--- src/logic/hpc_pkg.sv ---
`default_nettype none

package hpc_pkg;

   // Data widths in fixed point, 8 integer and 8 fraction bits each
   localparam int ACT_BW   = 16;
   localparam int W_BW     = 16;
   localparam int W_FRA_BW = 8;
   localparam int ACC_BW   = ACT_BW + W_BW;

   typedef logic signed [ACT_BW-1:0] act_t;
   typedef logic signed [W_BW-1:0]   weight_t;
   typedef logic signed [ACC_BW-1:0] acc_t;

   // Controller states
   typedef enum logic [1:0] {
      HPC_IDLE  = 2'd0,
      HPC_MAC   = 2'd1,
      HPC_DRAIN = 2'd2,
      HPC_READ  = 2'd3
   } hpc_state_t;

endpackage

`default_nettype wire

--- src/logic/hpe_array.sv ---
`timescale 1ns/1ps
`default_nettype none

module hpe_array import hpc_pkg::*; #(
   parameter int NUM_PE = 4
) (
   input  logic                 clk,
   input  logic                 rst_n,
   input  logic                 hold,
   input  logic                 mode,
   input  logic                 op_valid,
   input  act_t                 nzv_data,
   input  weight_t [NUM_PE-1:0] w_data,
   input  acc_t    [NUM_PE-1:0] mem_rd_data,
   output acc_t    [NUM_PE-1:0] mem_wr_data,
   output act_t    [NUM_PE-1:0] out_data
);

   // Activation held for one cycle, same as the memory read
   act_t act_d;

   always_ff @(posedge clk) begin
      if (op_valid) begin
         act_d <= nzv_data;
      end
   end

   for (genvar i = 0; i < NUM_PE; i++) begin : g_lane
      hpe_lane u_lane (
         .clk     (clk),
         .rst_n   (rst_n),
         .hold    (hold),
         .mode    (mode),
         .act     (act_d),
         .weight  (w_data[i]),
         .acc_in  (mem_rd_data[i]),
         .acc_out (mem_wr_data[i]),
         .act_out (out_data[i])
      );
   end

endmodule

`default_nettype wire

--- src/logic/hpe_lane.sv ---
`timescale 1ns/1ps
`default_nettype none

module hpe_lane import hpc_pkg::*; (
   input  logic    clk,
   input  logic    rst_n,
   input  logic    hold,
   input  logic    mode,
   input  act_t    act,
   input  weight_t weight,
   input  acc_t    acc_in,
   output acc_t    acc_out,
   output act_t    act_out
);

   localparam acc_t ACT_MAX = (1 <<< (ACT_BW - 1)) - 1;
   localparam acc_t ACT_MIN = -(1 <<< (ACT_BW - 1));

   weight_t weight_r;
   acc_t    product;
   acc_t    acc_shift;
   act_t    act_sat;

   // Weight lines up with the memory read data
   always_ff @(posedge clk) begin
      if (!hold) begin
         weight_r <= weight;
      end
   end

   assign product   = acc_t'(act) * acc_t'(weight_r);
   assign acc_shift = acc_in >>> W_FRA_BW;

   // Back to activation format, clipped
   always_comb begin
      if (acc_shift > ACT_MAX) begin
         act_sat = act_t'(ACT_MAX);
      end else if (acc_shift < ACT_MIN) begin
         act_sat = act_t'(ACT_MIN);
      end else begin
         act_sat = act_t'(acc_shift);
      end
   end

   // Readout writes zero back, which clears the row
   always_ff @(posedge clk) begin
      if (!hold) begin
         acc_out <= mode ? '0 : acc_in + product;
      end
   end

   always_ff @(posedge clk) begin
      if (!rst_n) begin
         act_out <= '0;
      end else if (mode && !hold) begin
         act_out <= act_sat;
      end
   end

endmodule

`default_nettype wire

--- config.mk ---
export PLATFORM = sky130hd
export DESIGN_NAME = hpe_array
export DESIGN_NICKNAME = d
export VERILOG_FILES = /design/src/logic/hpc_pkg.sv /design/src/logic/hpe_array.sv /design/src/logic/hpe_lane.sv
export SDC_FILE = /design/constraint.sdc
export NUM_CORES = 2
export LEC_CHECK = 0
export BUFFER_PORTS_ARGS = -buffer_cell sky130_fd_sc_hd__buf_2
export CAP_MARGIN = 20
export CORE_AREA = 2 2 244 426
export DETAILED_ROUTE_END_ITERATION = 6
export DIE_AREA = 0 0 246 428
export GPL_TIMING_DRIVEN = 0
export PLACE_DENSITY_LB_ADDON = 0.2
export REMOVE_ABC_BUFFERS = 1
export SLEW_MARGIN = 20
export SYNTH_ARGS = -nofsm -noshare
export SYNTH_HDL_FRONTEND = slang
export SYNTH_SLANG_ARGS = --single-unit
--- constraint.sdc ---
create_clock -name clk -period 13.7 [get_ports clk]
set_input_delay 1.37 -clock clk [delete_from_list [all_inputs] [get_ports clk]]
set_output_delay 1.37 -clock clk [all_outputs]
set_load 0.02 [all_outputs]
Yosys cells after proc, flatten, opt, wreduce, memory -nomap -nowiden:

Index checks and enable logic that the tools add are counted.

* order comparisons: 8
* reductions and logical operators: 2
* $add $sub $neg: 4
* mux-type cells: 8
* multiply operators: 4

Operators by type and width (count)
* 32-bit adder: 4
* 16-bit by 16-bit multiplier with 32-bit output: 4
* 16-bit 2-to-1 mux: 8
* 24-bit by 16-bit greater-than comparator with 1-bit output (second input constant): 4
* 24-bit by 16-bit < comparator with 1-bit output (second input constant): 4
* 1-bit logical AND: 1
* 1-bit logical NOT: 1

* bits of input ports: 213
* bits in registers: 272
* output and inout bits: 192

Longest topological paths before layout:

* depth in word-level cells: 3
* gate-level depth with buffers: 26
* depth with buffers taken out: 23

Cells and area by module:

From an unflattened synthesis, not the netlist that was laid out.

* cells, all modules: 5490
* area, all modules: 53318.6 um^2

By module, submodules not included
* hpe_lane (g_lane[1].u_lane ...): seq. area each 1761.7 um^2, area each 13157.6 um^2, times used 2, cells each 1361
* hpe_lane (g_lane[0].u_lane): seq. area each 1761.7 um^2, area each 13422.9 um^2, times used 1, cells each 1404
* hpe_lane (g_lane[3].u_lane): seq. area each 1761.7 um^2, area each 13100.1 um^2, times used 1, cells each 1348
* hpe_array: seq. area each 480.5 um^2, area each 480.5 um^2, times used 1, cells each 16

Worst setup path after synthesis:

No wires, ideal clock.

* kind: input-to-reg
* from: input port hold
* to: register g_lane[0].u_lane.act_out[10]
* buffers on the path: 1
* library setup time: 76 ps
* data required time: 13624 ps
* data arrival time: 6548 ps
* stages on the path: 6
* setup slack: 7076 ps
* path through: inv_1 > nand2_1 > nor2_1 > clkbuf_1 > o21ai_0 > a21boi_0

* word-level cells in the longest chain between the ends: 2

RTL lines
* start, declared: line hpe_array.sv:9 `input logic hold,`
* 1-bit logical NOT
* 1-bit logical AND: line hpe_lane.sv:55 `end else if (mode && !hold) begin`
* end signal, assigned: line hpe_lane.sv:56 `act_out <= act_sat;`
* end, declared: line hpe_lane.sv:13 `output act_t act_out`

Every way passes these cells.
A chain may end at the register's enable or synchronous reset.

Final worst setup path:

* from: register act_d[15]
* to: register g_lane[3].u_lane.acc_out[30], data pin

* word-level cells in the longest chain between the ends: 2

RTL lines
* start, declared: line hpe_array.sv:20 `act_t act_d;`
* start signal, assigned: line hpe_array.sv:24 `act_d <= nzv_data;`
* 16-bit by 16-bit multiplier with 32-bit output: line hpe_lane.sv:31 `assign product = acc_t'(act) * acc_t'(weight_r);`
* 32-bit adder: line hpe_lane.sv:48 `acc_out <= mode ? '0 : acc_in + product;`
* end signal, assigned: line hpe_lane.sv:48
* end, declared: line hpe_lane.sv:12 `output acc_t acc_out,`

Every way passes these cells.

==> impl_metrics.json <==
{
  "outcome": "finished, final reports clean",
  "fin_area_um2": 57660,
  "overflow": 0,
  "ys_types": 73,
  "maxCapViolCount": 0,
  "dp_hpwl_um": 109000,
  "die_x_um": 246,
  "pin_count": 405,
  "wl_um": 128900,
  "worst-r2r-setup-slack_ps": 6380,
  "firstDrtPassIters": 7,
  "post_dp_cell_area_um2": 56500,
  "antenna_found_initial": 13,
  "drtAntennaViolNets": 0,
  "synthCells": 5371,
  "nFillCells": 9197,
  "setup_tns_ps": 0,
  "io_buffers": 404,
  "grt_pass1_wl_um": 211600,
  "first_global_vias": 41197,
  "cp_max_fo": 17,
  "slew_violations": 0,
  "numCtsBuffers": 34,
  "synthMuxAreaShare_pct": 0.1190,
  "vias": 36396,
  "hp-start": "g_lane[1].u_lane.act_out[14]",
  "globalRouteTotalUtil_pct": 25.93,
  "synth-edff-count": 208,
  "syn_area_um2": 52590,
  "grt_max_degree": 94,
  "final_layout_size_suffix_gt1_share_pct": 9.630,
  "min_period_ps": 7317,
  "place.gp.congestion": 0.8564,
  "max_stage_delay_ps": 730,
  "hold_buffers": 0,
  "setup_viol_count_final": 0,
  "ys_seq_elements": 272,
  "drtIter0Drc": 1309,
  "cp_common_cell": "fa_1",
  "synth_compound_area_share_pct": 4.966,
  "cts-root-buf": "clkbuf_16",
  "crit_arrival_ps": 7650,
  "worst_pin_slew_ps": 993.5,
  "ys.flop_type": "edfxtp_1",
  "crit_slowest_cell": "fa_1",
  "ys_seq_area_share_pct": 14.31,
  "skew_ps": 24.67,
  "regToRegStartpoint": "act_d[15]",
  "drc_errors": 0,
  "cts_resized": 0,
  "area_delta_synth_final_pct": 9.653,
  "clock_latency_ps": 590,
  "vias_per_cell": 5.183,
  "cts_tree": "built",
  "die_y_um": 428,
  "crit_type": "flop to flop",
  "wl_per_cell_um": 18.36,
  "synth_xor_area_share_pct": 2.465,
  "synthSimpleGateAreaFrac_pct": 13.39,
  "min_path_type": "flop to flop",
  "synth_top_family_by_area": "adder cells",
  "nets": 7428,
  "rsz0062_at_grt": "no",
  "fmax_mhz": 136.7,
  "cp.required_ps": 14030,
  "syn_area_per_cell_um2": 9.791,
  "h-tree-depth": 2,
  "start_util_pct": 51.65,
  "crit_chain": "nand2_1 -> inv_1 -> fa_1 -> inv_1 -> fa_1 -> inv_1 -> fa_1 -> fa_1 -> fa_1 -> inv_1 -> fa_1 -> inv_1 -> ha_1 -> and2_1 -> a31oi_1 -> o2111ai_1 -> nand2_1 -> o21ai_0 -> a211oi_1 -> xor2_1 -> nor2_1",
  "synthAdderAreaFrac_pct": 53.79,
  "finalCritPeriodShare_pct": 53.41,
  "core.rowCount": 155,
  "crit_path_end_kind": "flop",
  "core_um2": 101800,
  "fin_hold_ws_ps": 459.3,
  "ys.warnings.count": 0,
  "cts_setup_buffers": 0,
  "crit_path_start": "act_d[15]",
  "clk_path_buf_depth": 3,
  "slew_headroom_pct": 33.52,
  "hold_viol": 0,
  "async_flop_share_pct": 0,
  "dieArea_um2": 105300,
  "cts.clk_slew.worst_paths_ps": 70,
  "crit_path_start_kind": "flop",
  "cts.sinks": 272
}
## cell usage in the layout, fill, tap and decap left out, types with 97 or more instances in the layout
cell,netlist,layout
and2_1,491,491
buf_2,1,402
edfxtp_1,208,208
fa_1,1168,1168
ha_1,392,392
inv_1,1316,1315
nand2_1,588,587
nor2_1,204,203
o21ai_0,108,108
xnor2_1,97,97
## per-layer routing
metal / wire [um] / part of all wire, % / GRT usage [%]
met4: 6062 / 4.7 / 11.06
met1: 44450 / 34 / 28.07
met3: 5981 / 4.6 / 3.314
met2: 72400 / 56 / 49.67
met5: 36 / 0.028 / 0
## cells by family (layout without fill, tap and decap cells)
group | Yosys count | in the layout
adders and majority gates | 1560 | 1560
buffers and inverters | 1532 | 1841
and+or+nand+nor | 1448 | 1448
AOI/OAI and AO/OA | 405 | 405
DFF | 272 | 272
xor gates and xnor gates | 148 | 148
muxes | 6 | 6
other | 0 | 8
## per-stage QoR
stage	utilization, %	setup slack [ps]	instances
4_1_cts	56.61	6250	7014
5_1_grt	56.62	5984	7016
2_1_floorplan	-	4913	5155
6_report	56.64	6383	7022
3_3_place_gp	54.47	-1584	6893
3_5_place_dp	55.49	6281	6953
## state kept, by name, summed over array words and instances, names as in the netlist
name                    count
g_lane.u_lane.weight_r     64
g_lane.u_lane.acc_out     128
act_d                      16
g_lane.u_lane.act_out      64
## final timing paths
kind,to,cells past startpoint
worst max-delay path,g_lane[3].u_lane.acc_out[30],21
worst min-delay path,g_lane[1].u_lane.act_out[14],2
worst max register to register,g_lane[3].u_lane.acc_out[30],21
worst min register to register,g_lane[1].u_lane.act_out[14],2
## area by class of cell
type	instances	area, um2	share of cell area, %
timing repair buffer	464	3045	5.281
clock buffer	41	928.4	1.610
inverter	1316	4947	8.579
clock inverter	20	209.0	0.3624
antenna	8	20.02	0.03472
sequential	272	7527	13.05
multi-input combinational	3567	39320	68.18
tap	1334	1669	2.895
## cell usage after synthesis, types with 2 or more instances
master / count / area, um2
inv_1: 1316 / 4940
fa_1: 1168 / 23380
nand2_1: 588 / 2207
and2_1: 491 / 3072
ha_1: 392 / 4905
edfxtp_1: 208 / 6246
clkbuf_1: 207 / 777.0
nor2_1: 204 / 765.7
o21ai_0: 108 / 540.5
xnor2_1: 97 / 849.6
a21oi_1: 92 / 460.4
dfxtp_1: 64 / 1281
a21boi_0: 60 / 450.4
xor2_1: 51 / 446.7
nor2b_1: 34 / 212.7
nor3_1: 32 / 160.2
nand2b_1: 29 / 181.4
a21o_1: 23 / 172.7
o21a_1: 23 / 172.7
nand3_1: 22 / 110.1
nand4_1: 19 / 118.9
a211oi_1: 17 / 127.6
o21ai_1: 13 / 65.06
o21bai_1: 13 / 97.59
nor4_1: 8 / 50.05
and3_1: 7 / 43.79
a31oi_1: 6 / 37.54
buf_1: 6 / 22.52
o211ai_1: 6 / 45.04
mux2i_1: 4 / 40.04
o22ai_1: 4 / 25.02
o31ai_1: 4 / 30.03
nor3b_1: 3 / 22.52
o2111ai_1: 3 / 26.28
o31a_1: 3 / 26.28
a2111o_1: 2 / 22.52
a2111oi_0: 2 / 17.52
a21o_2: 2 / 17.52
a311oi_1: 2 / 17.52
a31o_2: 2 / 17.52
nand3b_1: 2 / 15.01
o31ai_2: 2 / 25.02
or3_1: 2 / 12.51
## critical path, delay by kind of cell, from the launching register on
family | cells | cell delay, ps
fa+ha+maj | 7 | 3670
xor+xnor | 1 | 230
compound gates | 4 | 1040
buf+inv | 5 | 630
flops | 1 | 720
simple gates | 4 | 750
Power is left out: the tool's default activity adds up to more than one toggle a clock period on the data nets, which glitch-free logic cannot reach.
