### config.mk
export PLATFORM = sky130hd
export DESIGN_NAME = hpc_ctrl
export DESIGN_NICKNAME = d
export VERILOG_FILES = /design/src/logic/hpc_pkg.sv /design/src/logic/hpc_ctrl.sv
export SDC_FILE = /design/constraint.sdc
export NUM_CORES = 1
export LEC_CHECK = 0
export ABC_AREA = 0
export BUFFER_PORTS_ARGS = -buffer_cell sky130_fd_sc_hd__buf_2
export CORE_MARGIN = 2
export CORE_UTILIZATION = 30
export CTS_BUF_LIST = sky130_fd_sc_hd__clkbuf_4 sky130_fd_sc_hd__clkbuf_8
export DETAILED_ROUTE_END_ITERATION = 10
export GPL_TIMING_DRIVEN = 0
export PLACE_DENSITY_LB_ADDON = 0.15
export SYNTH_ARGS = -nofsm -noshare
export SYNTH_HDL_FRONTEND = slang
export SYNTH_SLANG_ARGS = --single-unit
### constraint.sdc
create_clock -name clk -period 3.4 [get_ports clk]
set_input_delay 0.68 -clock clk [delete_from_list [all_inputs] [get_ports clk]]
set_output_delay 0.68 -clock clk [all_outputs]
set_load 0.01 [all_outputs]
### src/logic/hpc_pkg.sv
`default_nettype none

package hpc_pkg;

   // Data widths in fixed point, 8 integer and 8 fraction bits each
   localparam int ACT_BW   = 16;
   localparam int W_BW     = 16;
   localparam int W_FRA_BW = 8;
   localparam int ACC_BW   = ACT_BW + W_BW;

   typedef logic signed [ACT_BW-1:0] act_t;
   typedef logic signed [W_BW-1:0]   weight_t;
   typedef logic signed [ACC_BW-1:0] acc_t;

   // Controller states
   typedef enum logic [1:0] {
      HPC_IDLE  = 2'd0,
      HPC_MAC   = 2'd1,
      HPC_DRAIN = 2'd2,
      HPC_READ  = 2'd3
   } hpc_state_t;

endpackage

`default_nettype wire

### src/logic/hpc_ctrl.sv
`timescale 1ns/1ps
`default_nettype none

module hpc_ctrl import hpc_pkg::*; #(
   parameter int DEPTH_BW = 5
) (
   input  logic                clk,
   input  logic                rst_n,
   input  logic                nzv_valid,
   input  act_t                nzv_data,
   input  logic                nzv_last,
   input  logic                w_valid,
   input  logic                w_last,
   input  logic                out_ready,
   input  logic [DEPTH_BW:0]   num_rows,
   input  logic                clear_done,
   output logic                nzv_ready,
   output logic                w_ready,
   output logic                rd_en,
   output logic [DEPTH_BW-1:0] rd_addr,
   output logic                wr_en,
   output logic [DEPTH_BW-1:0] wr_addr,
   output logic                op_valid,
   output logic                mode,
   output logic                out_valid,
   output logic                out_last,
   output logic                hold
);

   hpc_state_t          state;
   hpc_state_t          state_nx;
   logic [1:0]          drain_cnt;
   logic [DEPTH_BW-1:0] rd_cnt;
   logic [DEPTH_BW-1:0] wr_cnt;
   logic                rd_all;
   logic                act_zero;
   logic                w_fire;
   logic                nzv_fire;
   logic                out_fire;
   logic                rd_row_last;
   logic                s0_last;

   // Flag pipeline, stage 0 is the accepting cycle
   logic s1_valid, s1_mode, s1_last;
   logic s2_valid, s2_mode, s2_last;

   // ----------------------------------------------------------
   // Stream handshakes
   // ----------------------------------------------------------
   assign act_zero  = (nzv_data == '0);
   assign w_ready   = (state == HPC_MAC) && nzv_valid && !act_zero;
   assign w_fire    = w_valid && w_ready;
   // Zero activation is consumed without a weight column
   assign nzv_ready = (state == HPC_MAC) && ((w_fire && w_last) || act_zero);
   assign nzv_fire  = nzv_valid && nzv_ready;
   assign op_valid  = w_fire;

   assign out_valid = s2_valid && s2_mode;
   assign out_last  = out_valid && s2_last;
   assign hold      = out_valid && !out_ready;
   assign out_fire  = out_valid && out_ready;

   // ----------------------------------------------------------
   // Memory addressing
   // ----------------------------------------------------------
   assign rd_row_last = ({1'b0, rd_cnt} == num_rows - 1'b1);
   assign rd_en       = op_valid || ((state == HPC_READ) && !rd_all && !hold);
   assign s0_last     = (state == HPC_READ) ? rd_row_last : w_last;
   assign rd_addr     = rd_cnt;
   assign wr_addr     = wr_cnt;
   assign wr_en       = s2_valid && !hold;
   assign mode        = s1_mode;

   always_ff @(posedge clk) begin
      if (!rst_n) begin
         rd_cnt <= '0;
         wr_cnt <= '0;
      end else begin
         if (rd_en) begin
            rd_cnt <= s0_last ? '0 : rd_cnt + 1'b1;
         end
         if (wr_en) begin
            wr_cnt <= s2_last ? '0 : wr_cnt + 1'b1;
         end
      end
   end

   // Frozen as a whole while the output is stalled
   always_ff @(posedge clk) begin
      if (!rst_n) begin
         s1_valid <= 1'b0;
         s1_mode  <= 1'b0;
         s1_last  <= 1'b0;
         s2_valid <= 1'b0;
         s2_mode  <= 1'b0;
         s2_last  <= 1'b0;
      end else if (!hold) begin
         s1_valid <= rd_en;
         s1_mode  <= (state == HPC_READ);
         s1_last  <= s0_last;
         s2_valid <= s1_valid;
         s2_mode  <= s1_mode;
         s2_last  <= s1_last;
      end
   end

   // ----------------------------------------------------------
   // State machine
   // ----------------------------------------------------------
   always_comb begin
      state_nx = state;
      case (state)
         HPC_IDLE: begin
            if (clear_done) begin
               state_nx = HPC_MAC;
            end
         end
         HPC_MAC: begin
            if (nzv_fire && nzv_last) begin
               state_nx = HPC_DRAIN;
            end
         end
         HPC_DRAIN: begin
            if (drain_cnt == 2'd2) begin
               state_nx = HPC_READ;
            end
         end
         HPC_READ: begin
            if (out_fire && out_last) begin
               state_nx = HPC_MAC;
            end
         end
         default: state_nx = HPC_IDLE;
      endcase
   end

   always_ff @(posedge clk) begin
      if (!rst_n) begin
         state     <= HPC_IDLE;
         drain_cnt <= '0;
         rd_all    <= 1'b0;
      end else begin
         state     <= state_nx;
         drain_cnt <= (state == HPC_DRAIN) ? drain_cnt + 1'b1 : 2'd0;
         if (out_fire && out_last) begin
            rd_all <= 1'b0;
         end else if (rd_en && (state == HPC_READ) && rd_row_last) begin
            rd_all <= 1'b1;
         end
      end
   end

   // Same row must not come back before its previous sum is written
   assert property (@(posedge clk) disable iff (!rst_n)
      op_valid |-> (num_rows >= 'd3))
      else $error("num_rows below 3 while weights are accepted");

   // Every column wrapped both counters before readout starts
   assert property (@(posedge clk) disable iff (!rst_n)
      $rose(state == HPC_READ) |-> ((rd_cnt == '0) && (wr_cnt == '0)))
      else $error("row counters not back at row 0 when readout starts");

endmodule

`default_nettype wire

* After elaboration in Yosys (flattened, before gate mapping) *
Index checks and enable logic that the tools add are counted.

storage, ports and cells
  output and inout bits = 19
  logic and storage cells = 61
  input port bits = 30
  latch bits = 0
  bits in registers = 21
  memories kept = 0
  memory bits (read-only) = 0
  bits in writable memories = 0

operators by class
  bitwise gates (word level) = 1
  $lt $le $gt $ge = 0
  muxes and demuxes = 8
  equal/unequal tests = 9
  div/mod/pow operators = 0
  multiply operators = 0
  shifts and indexed selects = 0
  $add $sub $neg = 4
  reductions and logical operators = 28

operator list
  operator               number
  $logic_and A1 B1 Y1    17
  $logic_not A16 Y1      1
  $add A5 B1 Y5 const B  2
  $mux W5                2
  $mux W2                4
  $pmux W2 S4            1
  $eq A2 B2 Y1 const B   3
  $eq A5 B6 Y1           1
  $sub A6 B1 Y6 const B  1
  $logic_not A1 Y1       4
  $ne A2 B1 Y1 const B   2
  $ne A2 B2 Y1 const B   2
  $reduce_and A4 Y1      1
  $add A2 B1 Y2 const B  1
  $eq A2 B1 Y1 const B   1
  $logic_not A2 Y1       1
  $logic_or A1 B1 Y1     2
  $reduce_and A2 Y1      1
  $reduce_or A2 Y1       1
  $mux W1                1
  $not A1 Y1             1

* Depth between registers and ports, before layout *
Gate-level depths: netlist (run 1).

  depth after elaboration = 11
  mapped depth = 9
  gate-level depth less buffers = 8

* Least setup slack after synthesis (run 1) *
Ideal clock, no wire load.

  path kind = input -> output
  start = in nzv_data[9]
  end = out rd_en
  arrival = 1.712 ns
  data required time = 2.720 ns
  path buffers = 1
  path slack = 1.008 ns
  stages = 5
  cell sequence = nor4_1 a41oi_1 nor2_1 buf_2 inv_1

on the way
  cells in the longest elaborated chain, start to end = 5

ends and longest elaborated chain
  element              line            source
  start, declared      hpc_ctrl.sv:10  input act_t nzv_data,
  $logic_not A16 Y1    hpc_ctrl.sv:50  assign act_zero = (nzv_data == '0);
  $logic_not A1 Y1     hpc_ctrl.sv:51  assign w_ready = (state == HPC_MAC) && nzv_valid && !act_zero;
  $logic_and A1 B1 Y1  hpc_ctrl.sv:51
  $logic_and A1 B1 Y1  hpc_ctrl.sv:52  assign w_fire = w_valid && w_ready;
  net op_valid         hpc_ctrl.sv:23  output logic op_valid,
  $logic_or A1 B1 Y1   hpc_ctrl.sv:67  assign rd_en = op_valid || ((state == HPC_READ) && !rd_all && !hold);
  end, declared        hpc_ctrl.sv:19  output logic rd_en,

The timed path passes the listed nets, and every way through them passes these cells.

* Worst setup path after layout (run 1) *
  start = in nzv_data[9]
  end = out rd_en

on the way
  cells in the longest elaborated chain, start to end = 5

ends and longest elaborated chain
  element              line
  $logic_not A16 Y1    hpc_ctrl.sv:50
  $logic_not A1 Y1     hpc_ctrl.sv:51
  $logic_and A1 B1 Y1  hpc_ctrl.sv:51
  $logic_and A1 B1 Y1  hpc_ctrl.sv:52
  $logic_or A1 B1 Y1   hpc_ctrl.sv:67

Every way passes these cells.

==> results of run 1 <==
## layout make-up
| type | count | area, um^2 |
|---|---|---|
| buffer | 5 | 20.0 |
| clock inverter | 1 | 5.00 |
| fill | 436 | 2420 |
| sequential | 21 | 420 |
| tap | 50 | 62.6 |
| multi-input combinational | 118 | 805 |
| clock buffer | 3 | 41.3 |
| inverter | 11 | 41.3 |
| timing repair buffer | 48 | 240 |
## cell families (layout without fill, tap and decap cells)
family	after synthesis	count (layout)	synth area share (%)
XOR/XNOR	9	9	6.13
AND/OR/NAND/NOR	69	69	29.8
buffers and inverters	16	68	4.77
adder cells (fa/ha/maj)	8	8	7.78
flip-flops	21	21	32.7
multiplexers	1	1	0.778
AO/OA/AOI/OAI	31	31	18.1
## power by group through the flow
stage | sequential [mW] | clock [mW] | combinational, mW
6_report | 0.291 | 0.164 | 0.217
4_1_cts | 0.291 | 0.173 | 0.219
3_5_place_dp | 0.296 | 0 | 0.218
3_3_place_gp | 0.294 | 0 | 0.210
5_1_grt | 0.295 | 0.184 | 0.248
2_1_floorplan | 0.293 | 0 | 0.148
## layout by cell type (no fill, tap or decap), drive strengths merged, types with 2 or more instances in the layout
cell    instances
ha              8
o21a            3
a211o           4
nand4b          2
a31oi           2
dfxtp          21
or2             2
nand4           7
nor2           11
o21ai           2
xor2            6
inv            11
a21boi          6
a21oi           6
nor3            3
nand2b          5
nor4            6
nand2          18
clkbuf          6
and3            4
nand3b          3
nand3           4
buf            50
o211a           2
and2            2
xnor2           3
## flip-flops by register name, indices dropped and copies added, names as in the netlist
signal / flops
wr_addr: 5
rd_addr: 5
mode: 1
s2_last: 1
s1_last: 1
rd_all: 1
state: 2
drain_cnt: 2
s2_valid: 1
s2_mode: 1
s1_valid: 1
## layer usage
metal / vias to the layer above / part of all wire [%] / track usage (%)
met1: 604 / 44 / 15.2
met2: 19 / 51 / 23.6
met3: 2 / 4.0 / 3.49
met5: - / 0 / 0
met4: 0 / 0.32 / 2.40
li1: 657 / - / -
## stage by stage
| step | utilization (%) | instance area (um^2) | hold slack, ns | instances |
|---|---|---|---|---|
| after global placement | 39.2 | 1590 | 0.399 | 253 |
| after detailed placement | 39.2 | 1590 | 0.417 | 253 |
| after floorplan | - | 1290 | 0.391 | 155 |
| after CTS | 40.3 | 1640 | 0.428 | 257 |
| final | 40.3 | 1640 | 0.420 | 257 |
| after global routing | 40.3 | 1640 | 0.448 | 257 |
## how the worst max path moves through the flow
stage            startpoint  endpoint  slack (ns)  cells after the start
6_report        nzv_data[9]     rd_en        0.57                      7
3_3_place_gp   nzv_data[10]     rd_en        0.62                      7
4_1_cts         nzv_data[9]     rd_en        0.60                      7
5_1_grt         nzv_data[9]     rd_en        0.42                      7
3_5_place_dp    nzv_data[9]     rd_en        0.60                      7
2_1_floorplan   nzv_data[9]     rd_en        1.01                      5
## critical path, delay by kind of cell
| kind | cells | cell delay (ns) |
|---|---|---|
| buffers and inverters | 4 | 0.60 |
| AOI/OAI and AO/OA | 1 | 0.26 |
| and+or+nand+nor | 2 | 0.61 |
==> results.txt, run 1 <==
----------------------------------------------------
[Status]
  Result of the run ... finished clean

[Hold path]
  Worst Hold Path EP ... drain_cnt[0]
  Worst min path class ... reg2reg
  Launch instance of the worst min-delay path ... drain_cnt[0]
  Hold path depth ... 1

[Logic synthesis]
  Number of instances in the synthesized netlist ... 155
  Net count of the mapped netlist ... 193
  Most instantiated library cell after synthesis ... sky130_fd_sc_hd__dfxtp_1
  Count of synthesis-stage warnings from yosys ... 0
  Number of synthesized register bits ... 21
  Top cells by instance count after synthesis ... 21 x sky130_fd_sc_hd__dfxtp_1, 17 x sky130_fd_sc_hd__nand2_1, 11 x sky130_fd_sc_hd__inv_1, 11 x sky130_fd_sc_hd__nor2_1, 8 x sky130_fd_sc_hd__ha_1
  Biggest area consumer among synthesized cells ... sky130_fd_sc_hd__dfxtp_1
  Fraction of post-synthesis cell area in the top cell type by area ... 32.7%
  Cell types occupying the most area after synthesis ... sky130_fd_sc_hd__dfxtp_1 33%, sky130_fd_sc_hd__ha_1 7.8%, sky130_fd_sc_hd__nand2_1 5.0%
  Post-synth cell types ... 40
  Number of enable-type register cells in the synthesized netlist ... 0
  Post-synthesis async set-or-reset flop share ... 0%
  Predominant post-synthesis flop cell ... sky130_fd_sc_hd__dfxtp_1
  Part of the Yosys area used for sequential elements ... 32.7%
  Cell area after synthesis ... 1290 um^2
  Average cell area after synthesis ... 8.30 um^2

[Timing]
  Number of setup violations in the final report ... 0
  Number of failing hold endpoints at the final stage ... 0
  Crit path setup slack, layout ... 0.574 ns
  Fmax ... 354 MHz
  Final count of pins violating max slew ... 0
  Clock tree skew after final layout ... 0.00890 ns
  Setup repair after global routing missed its margin ... false
  Headroom to the max-slew limit ... 58.1%
  Post-route clock period utilization ... 83.1%
  Final period demand of the worst path ... 2.83 ns
  Worst-margin pin slew ... 0.624 ns
  Setup tns final ... 0 ns

[Critical path]
  RR Startpoint ... state[1]
  Worst setup path class ... in2out
  Slowest stage delay, CP ... 0.38 ns
  Startpoint types ... input port
  Arrival time reported for the critical path endpoint ... 2.15 ns
  Category of the worst setup path capture point ... output pin
  Crit path top cell by count ... sky130_fd_sc_hd__buf_2
  Required arrival time at the worst endpoint ... 2.72 ns
  Capture point of the worst reg-to-reg path ... rd_addr[2]
  Crit path cell chain ... buf_2, nor4_1, a41oi_1, nor2_1, buf_2, inv_1, buf_2
  Minimum setup slack among reg-to-reg paths ... 1.48 ns
  Maximum fanout encountered on the critical timing path ... 10
  Slowest cell on the critical path ... sky130_fd_sc_hd__nor4_1
  Logic depth of the worst register-to-register path ... 5

[Clock network]
  Clock-pin transition on the worst setup and hold timing paths ... 0.07 ns
  TritonCTS buffer count ... 3
  Cells resized by post-CTS repair ... 0
  Hold_buf cts ... 0
  TritonCTS sink count ... 21
  CTS root buf ... sky130_fd_sc_hd__clkbuf_8
  Number of buffers inserted to repair setup after CTS ... 0
  Clock tree from TritonCTS ... yes
  Clock network latency to the later pin of the worst-skew pair ... 0.26 ns
  Clock tree buffer depth ... 2
  H-tree level count ... 1

[Final layout]
  Share of post-route cells with drive strength above 1 ... 27.5%
  Antenna Diode Count ... 0
  Final-stage net count ... 246
  Post-synthesis to final-layout area growth ... 27.1%

[Pwr]
  Register share of total power ... 43.3%
  Power, Total ... 0.671 mW
  Power density over the cells ... 410 nW/um^2
  Maximum vdd ir drop ... 0.351 mV
  Net Switching ... 0.225 mW
  Relative contribution of the clock network to total power ... 24.4%
  Combinational power share ... 32.3%
  Leakage ... 0.801 nW
  Sw Share ... 33.5%
  Int Power ... 0.446 mW

[Global routing]
  Maximum number of pins on one net before global-route repair ... 13
  Wire length of the first global-routing pass ... 5270 um
  Grt total ovfl ... 0
  Via count of the first global-routing pass ... 1222
  Combined global-route utilization of all metal layers ... 13.0%
  Number of antenna violations at the first check in global routing ... 0

[Routing]
  Vias post-DR ... 1282
  Detailed Route WL ... 3170 um
  Iteration-0 DRC count of the detailed router ... 43
  DRC violations left ... 0
  DR vias/cell ... 4.99
  Final routed wire length divided by cell count ... 12.3 um
  Remaining antenna violation count ... 0
  Number of detailed-route iterations in the first pass ... 4

[Flow run]
  Max_cap viols ... 0

[Placed design]
  Number of port buffers ... 48
  Routability-driven placement congestion ratio ... 0.792
  Worst setup slack after placement ... 0.604 ns
  Half-perimeter wire length after placement ... 2540 um

[Floorplan]
  Placeable core area ... 4060 um^2
  Count of boundary I/O pins ... 49
  DIE WIDTH ... 69.5 um
  Number of placement rows ... 23
  Initial Utilization ... 31.7%
  Y dimension of the die ... 69.5 um
  DIE AREA ... 4830 um^2

----------------------------------------------------
Power figures use the tool's default switching activity.
==> run 2: changes to the inputs <==
==> constraint.sdc (replaced) <==
create_clock -name clk -period 2.59 [get_ports clk]
set_input_delay 0.518 -clock clk [delete_from_list [all_inputs] [get_ports clk]]
set_output_delay 0.518 -clock clk [all_outputs]
set_load 0.01 [all_outputs]
==> run 2 against run 1 <==
Cell count did not move. Sequential power rose by 31%. Clock skew barely moved. Sequential share of layout area fell by 0.50 points. Flip-flop and latch count did not move. Register-to-register slack got worse by 0.81 ns. Setup slack got worse by 0.39 ns. Design area rose by 2.0%. Combinational power rose by 33%. Die area did not move. Clock-buffer cell count did not move. Critical endpoint unchanged. Highest routed layer unchanged.
==> results.txt, run 2 (synthesis gave the netlist of run 1 again) <==
----------------------------------------------------
[Critical path]
  Required arrival time at the worst endpoint ... 2.07 ns (-0.65 ns)
  Maximum fanout encountered on the critical timing path ... 10 (unchanged)
  Startpoint types ... input port
  Arrival time reported for the critical path endpoint ... 1.89 ns (-0.26 ns)
  Minimum setup slack among reg-to-reg paths ... 0.67 ns (-0.81 ns)
  Category of the worst setup path capture point ... output pin
  Worst setup path class ... in2out

[Routing]
  Remaining antenna violation count ... 0 (unchanged)
  Number of detailed-route iterations in the first pass ... 4 (unchanged)
  Final routed wire length divided by cell count ... 12.7 um (+3.4%)
  DRC violations left ... 0 (unchanged)
  DR vias/cell ... 5.02 (+0.70%)
  Detailed Route WL ... 3280 um (+3.4%)
  Iteration-0 DRC count of the detailed router ... 43 (unchanged)
  Vias post-DR ... 1291 (+0.70%)

[Clock network]
  TritonCTS buffer count ... 3 (unchanged)
  H-tree level count ... 1 (unchanged)
  Clock tree from TritonCTS ... yes
  Number of buffers inserted to repair setup after CTS ... 0 (unchanged)
  Clock-pin transition on the worst setup and hold timing paths ... 0.07 ns (about the same)
  Clock tree buffer depth ... 2 (unchanged)
  TritonCTS sink count ... 21 (unchanged)
  Clock network latency to the later pin of the worst-skew pair ... 0.26 ns (about the same)
  CTS root buf ... sky130_fd_sc_hd__clkbuf_8

[Timing]
  Worst-margin pin slew ... 0.624 ns (unchanged)
  Final period demand of the worst path ... 2.41 ns
  Clock tree skew after final layout ... 0.00929 ns (+0.000391 ns)
  Final count of pins violating max slew ... 0 (unchanged)
  Setup tns final ... 0 ns (unchanged)
  Number of failing hold endpoints at the final stage ... 0 (unchanged)
  Number of setup violations in the final report ... 0 (unchanged)
  Fmax ... 415 MHz
  Post-route clock period utilization ... 92.9%
  Setup repair after global routing missed its margin ... false
  Headroom to the max-slew limit ... 58.1% (unchanged)

[Placed design]
  Area after detailed placement ... 1590 um^2 (unchanged)
  Routability-driven placement congestion ratio ... 0.792 (unchanged)
  Half-perimeter wire length after placement ... 2540 um (unchanged)
  Number of port buffers ... 48 (unchanged)

[Final layout]
  Share of post-route cells with drive strength above 1 ... 30.0% (+2.4 points)
  Final-stage net count ... 246 (unchanged)
  Area of the multi-input gates ... 837 um^2 (+4.0%)
  Filler instances ... 432 (-0.92%)
  Reg area ... 420 um^2 (unchanged)
  Design area ... 1670 um^2 (+2.0%)
  Commonest non-fill, non-tap cell in the layout ... sky130_fd_sc_hd__buf_2
  Highest-count cells in the layout ignoring fill and taps ... 49 x sky130_fd_sc_hd__buf_2, 21 x sky130_fd_sc_hd__dfxtp_1, 17 x sky130_fd_sc_hd__nand2_1, 11 x sky130_fd_sc_hd__inv_1, 11 x sky130_fd_sc_hd__nor2_1
  Antenna Diode Count ... 0 (unchanged)
  Post-synthesis to final-layout area growth ... 29.7%

[Pwr]
  Leakage ... 0.803 nW (+0.29%)
  Maximum vdd ir drop ... 0.459 mV (+31%)
  Power, Total ... 0.885 mW (+32%)
  Power density over the cells ... 531 nW/um^2 (+29%)

[Global routing]
  Combined global-route utilization of all metal layers ... 13.0% (unchanged)
  Grt total ovfl ... 0 (unchanged)
  Maximum number of pins on one net before global-route repair ... 13 (unchanged)
  Wire length of the first global-routing pass ... 5270 um (unchanged)
  Number of antenna violations at the first check in global routing ... 0 (unchanged)
  Via count of the first global-routing pass ... 1222 (unchanged)

[Floorplan]
  Number of placement rows ... 23 (unchanged)
  Y dimension of the die ... 69.5 um (unchanged)
  DIE WIDTH ... 69.5 um (unchanged)
  Count of boundary I/O pins ... 49 (unchanged)
  Placeable core area ... 4060 um^2 (unchanged)
  Initial Utilization ... 31.7% (unchanged)
  DIE AREA ... 4830 um^2 (unchanged)

[Status]
  Result of the run ... finished clean

[Flow run]
  Max_cap viols ... 0 (unchanged)

[Hold path]
  Worst min path class ... reg2reg

----------------------------------------------------
## run 2: power by group
part / switching (mW) / total, mW / internal [mW]
registers: 0.0278 / 0.382 / 0.354
clock network: 0.107 / 0.214 / 0.107
logic: 0.163 / 0.289 / 0.126
total: 0.298 / 0.885 / 0.587
## run 2: critical path, cell delays in order
cell	delay (ns)
sky130_fd_sc_hd__buf_2	0.10
sky130_fd_sc_hd__nor4_2	0.35
sky130_fd_sc_hd__a41oi_2	0.21
sky130_fd_sc_hd__nor2_1	0.21
sky130_fd_sc_hd__buf_2	0.25
sky130_fd_sc_hd__inv_1	0.10
sky130_fd_sc_hd__buf_2	0.15
## run 2: through the flow
step / worst slack (ns) / std cells / hold slack, ns / util [%]
after floorplan: 0.522 / 155 / 0.391 / -
after global placement: 0.131 / 253 / 0.399 / 39.2
after detailed placement: 0.118 / 253 / 0.417 / 39.2
after CTS: 0.111 / 257 / 0.428 / 40.3
after global routing: 0.0467 / 257 / 0.448 / 41.1
final: 0.183 / 257 / 0.420 / 41.1
## run 2: layout make-up
class / count / area share [%]
Buffer: 5 / 1.20
Clock buffer: 3 / 2.48
Clock inverter: 1 / 0.300
Inverter: 11 / 2.48
Multi-Input combinational cell: 118 / 50.2
Sequential cell: 21 / 25.2
Tap cell: 50 / 3.75
Timing Repair Buffer: 48 / 14.4
## run 2: per-layer routing
metal / vias up / part of all wire (%) / track usage [%]
li1: 656 / - / -
met1: 614 / 43 / 15.2
met2: 19 / 53 / 23.6
met3: 2 / 3.9 / 3.49
met4: 0 / 0.31 / 2.40
met5: - / 0 / 0
## run 2: timing repair
action / in CTS / in global routing
hold buffers: 0 / 0
resized for setup: 0 / 5
endpoints found under the setup margin: 0 / 1
## run 2: path summary, 6_finish.rpt
kind	cells after the start	startpoint	end
worst max-delay path	7	nzv_data[9]	rd_en
worst min-delay path	1	drain_cnt[0]	drain_cnt[0]
worst max register to register	5	state[1]	rd_addr[2]
worst min register to register	1	drain_cnt[0]	drain_cnt[0]
==> run 3: changes to the inputs <==
--- a/config.mk
+++ b/config.mk
@@ -13,6 +13,7 @@
 export DETAILED_ROUTE_END_ITERATION = 10
 export GPL_TIMING_DRIVEN = 0
 export PLACE_DENSITY_LB_ADDON = 0.15
+export RECOVER_POWER = 100
 export SYNTH_ARGS = -nofsm -noshare
 export SYNTH_HDL_FRONTEND = slang
 export SYNTH_SLANG_ARGS = --single-unit
==> run 3 against run 2 <==
Global-route usage unchanged. Largest power group unchanged. Wire length up 0.70%. Register-to-register slack worse by 0.19 ns. Clock power about the same. Total power down 0.45%. Sequential share of layout area up 0.46 points. Core utilization down 0.74 points. Combinational power down 1%. First-iteration DRC count up 7.0%. Design area down 1.8%.
==> results.txt, run 3 (synthesis gave the netlist of run 1 again) <==
----------------------------------------------------
[Clock network]
  Clock tree buffer depth ... 2 (unchanged)
  Clock-pin transition on the worst setup and hold timing paths ... 0.07 ns (about the same)
  H-tree level count ... 1 (unchanged)
  TritonCTS buffer count ... 3 (unchanged)
  Clock network latency to the later pin of the worst-skew pair ... 0.26 ns (about the same)
  CTS root buf ... sky130_fd_sc_hd__clkbuf_8
  TritonCTS sink count ... 21 (unchanged)
  Clock tree from TritonCTS ... yes

[Critical path]
  Slowest cell on the critical path ... sky130_fd_sc_hd__nor4_2
  Slowest stage delay, CP ... 0.35 ns (about the same)
  Maximum fanout encountered on the critical timing path ... 10 (unchanged)
  Required arrival time at the worst endpoint ... 2.07 ns (about the same)
  Arrival time reported for the critical path endpoint ... 1.88 ns (about the same)
  Startpoint types ... input port
  Crit path cell chain ... buf_2, nor4_2, a41oi_2, nor2_1, buf_2, inv_1, clkbuf_1
  Category of the worst setup path capture point ... output pin
  Logic depth of the worst register-to-register path ... 5 (unchanged)
  Worst setup path class ... in2out
  Crit path top cell by count ... sky130_fd_sc_hd__buf_2

[Global routing]
  Wire length of the first global-routing pass ... 5270 um (unchanged)
  Via count of the first global-routing pass ... 1222 (unchanged)
  Number of antenna violations at the first check in global routing ... 0 (unchanged)
  Grt total ovfl ... 0 (unchanged)
  Maximum number of pins on one net before global-route repair ... 13 (unchanged)
  Combined global-route utilization of all metal layers ... 13.0% (unchanged)

[Timing]
  Crit path setup slack, layout ... 0.196 ns (+0.0135 ns)
  Final hold slack ... 0.420 ns (-0.000253 ns)
  Final period demand of the worst path ... 2.39 ns (-0.0135 ns)
  Clock tree skew after final layout ... 0.00882 ns (-0.000472 ns)
  Setup tns final ... 0 ns (unchanged)
  Number of failing hold endpoints at the final stage ... 0 (unchanged)
  Fmax ... 418 MHz (+0.56%)
  Worst-margin pin slew ... 0.866 ns (+0.241 ns)
  Headroom to the max-slew limit ... 41.8% (-16 points)
  Final count of pins violating max slew ... 0 (unchanged)
  Post-route clock period utilization ... 92.4% (-0.52 points)
  Setup repair after global routing missed its margin ... false
  Number of setup violations in the final report ... 0 (unchanged)

[Placed design]
  Number of port buffers ... 48 (unchanged)
  Routability-driven placement congestion ratio ... 0.792 (unchanged)
  Worst setup slack after placement ... 0.118 ns (unchanged)
  Count of placed standard cells including taps ... 253 (unchanged)
  Half-perimeter wire length after placement ... 2540 um (unchanged)

[Final layout]
  Filler instances ... 441 (+2.1%)
  Antenna Diode Count ... 0 (unchanged)
  Commonest non-fill, non-tap cell in the layout ... sky130_fd_sc_hd__buf_2
  Post-synthesis to final-layout area growth ... 27.3%
  Highest-count cells in the layout ignoring fill and taps ... 32 x sky130_fd_sc_hd__buf_2, 21 x sky130_fd_sc_hd__dfxtp_1, 20 x sky130_fd_sc_hd__clkbuf_1, 17 x sky130_fd_sc_hd__nand2_1
  Share of post-route cells with drive strength above 1 ... 21.7% (-8.2 points)
  Final-stage net count ... 246 (unchanged)
  Number of standard cells in the final layout excluding fillers ... 257 (unchanged)

[Pwr]
  Leakage ... 0.727 nW (-9.5%)
  Maximum vdd ir drop ... 0.461 mV (+0.25%)
  Power density over the cells ... 538 nW/um^2 (+1.4%)

[Routing]
  Final routed wire length divided by cell count ... 12.8 um (+0.70%)
  Remaining antenna violation count ... 0 (unchanged)
  Detailed Route WL ... 3300 um (+0.70%)
  Vias post-DR ... 1291 (unchanged)
  DR vias/cell ... 5.02 (unchanged)
  Iteration-0 DRC count of the detailed router ... 46 (+7.0%)
  Number of detailed-route iterations in the first pass ... 4 (unchanged)
  DRC violations left ... 0 (unchanged)

[Floorplan]
  Count of boundary I/O pins ... 49 (unchanged)
  Placeable core area ... 4060 um^2 (unchanged)
  Initial Utilization ... 31.7% (unchanged)
  Number of placement rows ... 23 (unchanged)
  DIE WIDTH ... 69.5 um (unchanged)
  DIE AREA ... 4830 um^2 (unchanged)
  Y dimension of the die ... 69.5 um (unchanged)

[Hold path]
  Worst min path class ... reg2reg
  Hold path depth ... 1 (unchanged)

[Flow run]
  Max_cap viols ... 0 (unchanged)

[Status]
  Result of the run ... finished clean

----------------------------------------------------
-- run 3: changes by cell type in the layout (fill, tap and decap cells not counted), sizes merged --
cell    before  now
clkbuf       6   23
buf         50   33
-- run 3: layout make-up --
cell class	count	area (um^2)	area share (%)
Buffer	5	20.0	1.22
Clock buffer	3	41.3	2.52
Clock inverter	1	5.00	0.306
Inverter	11	41.3	2.52
Multi-Input combinational cell	118	828	50.6
Sequential cell	21	420	25.7
Tap cell	50	62.6	3.82
Timing Repair Buffer	48	219	13.4
-- run 3: worst paths after layout --
path	start	endpoint	slack, ns
worst max register to register	state[1]	rd_addr[3]	0.48
worst min-delay path	drain_cnt[0]	drain_cnt[0]	0.42
worst min register to register	drain_cnt[0]	drain_cnt[0]	0.42
worst max-delay path	nzv_data[9]	rd_en	0.20
-- run 3: report_power, final --
group	internal (mW)	switching, mW
clock	0.107	0.107
combinational	0.122	0.163
sequential	0.354	0.0280
-- run 3: routing by layer --
layer | part of all wire, % | vias to the layer above | GRT usage (%)
met5 | 0 | - | 0
met3 | 3.8 | 2 | 3.49
li1 | - | 655 | -
met2 | 53 | 20 | 23.6
met4 | 0.30 | 0 | 2.40
met1 | 43 | 614 | 15.2
-- run 3: worst max-delay path, delay by kind of cell --
| kind | cells | cell delay (ns) |
|---|---|---|
| buf+inv | 4 | 0.59 |
| compound gates | 1 | 0.21 |
| simple gates | 2 | 0.56 |
-- run 3: timing repair --
action,CTS,global route
hold buffers,0,0
gates resized for setup,0,5
endpoints found under the setup margin,0,1
setup buffers,0,0
-- run 3: through the flow --
step	power, mW	cell area [um^2]	util [%]
3_3_place_gp	0.662	1590	39.2
6_report	0.881	1640	40.4
5_1_grt	0.955	1640	40.4
3_5_place_dp	0.675	1590	39.2
2_1_floorplan	0.579	1290	-
4_1_cts	0.896	1640	40.3
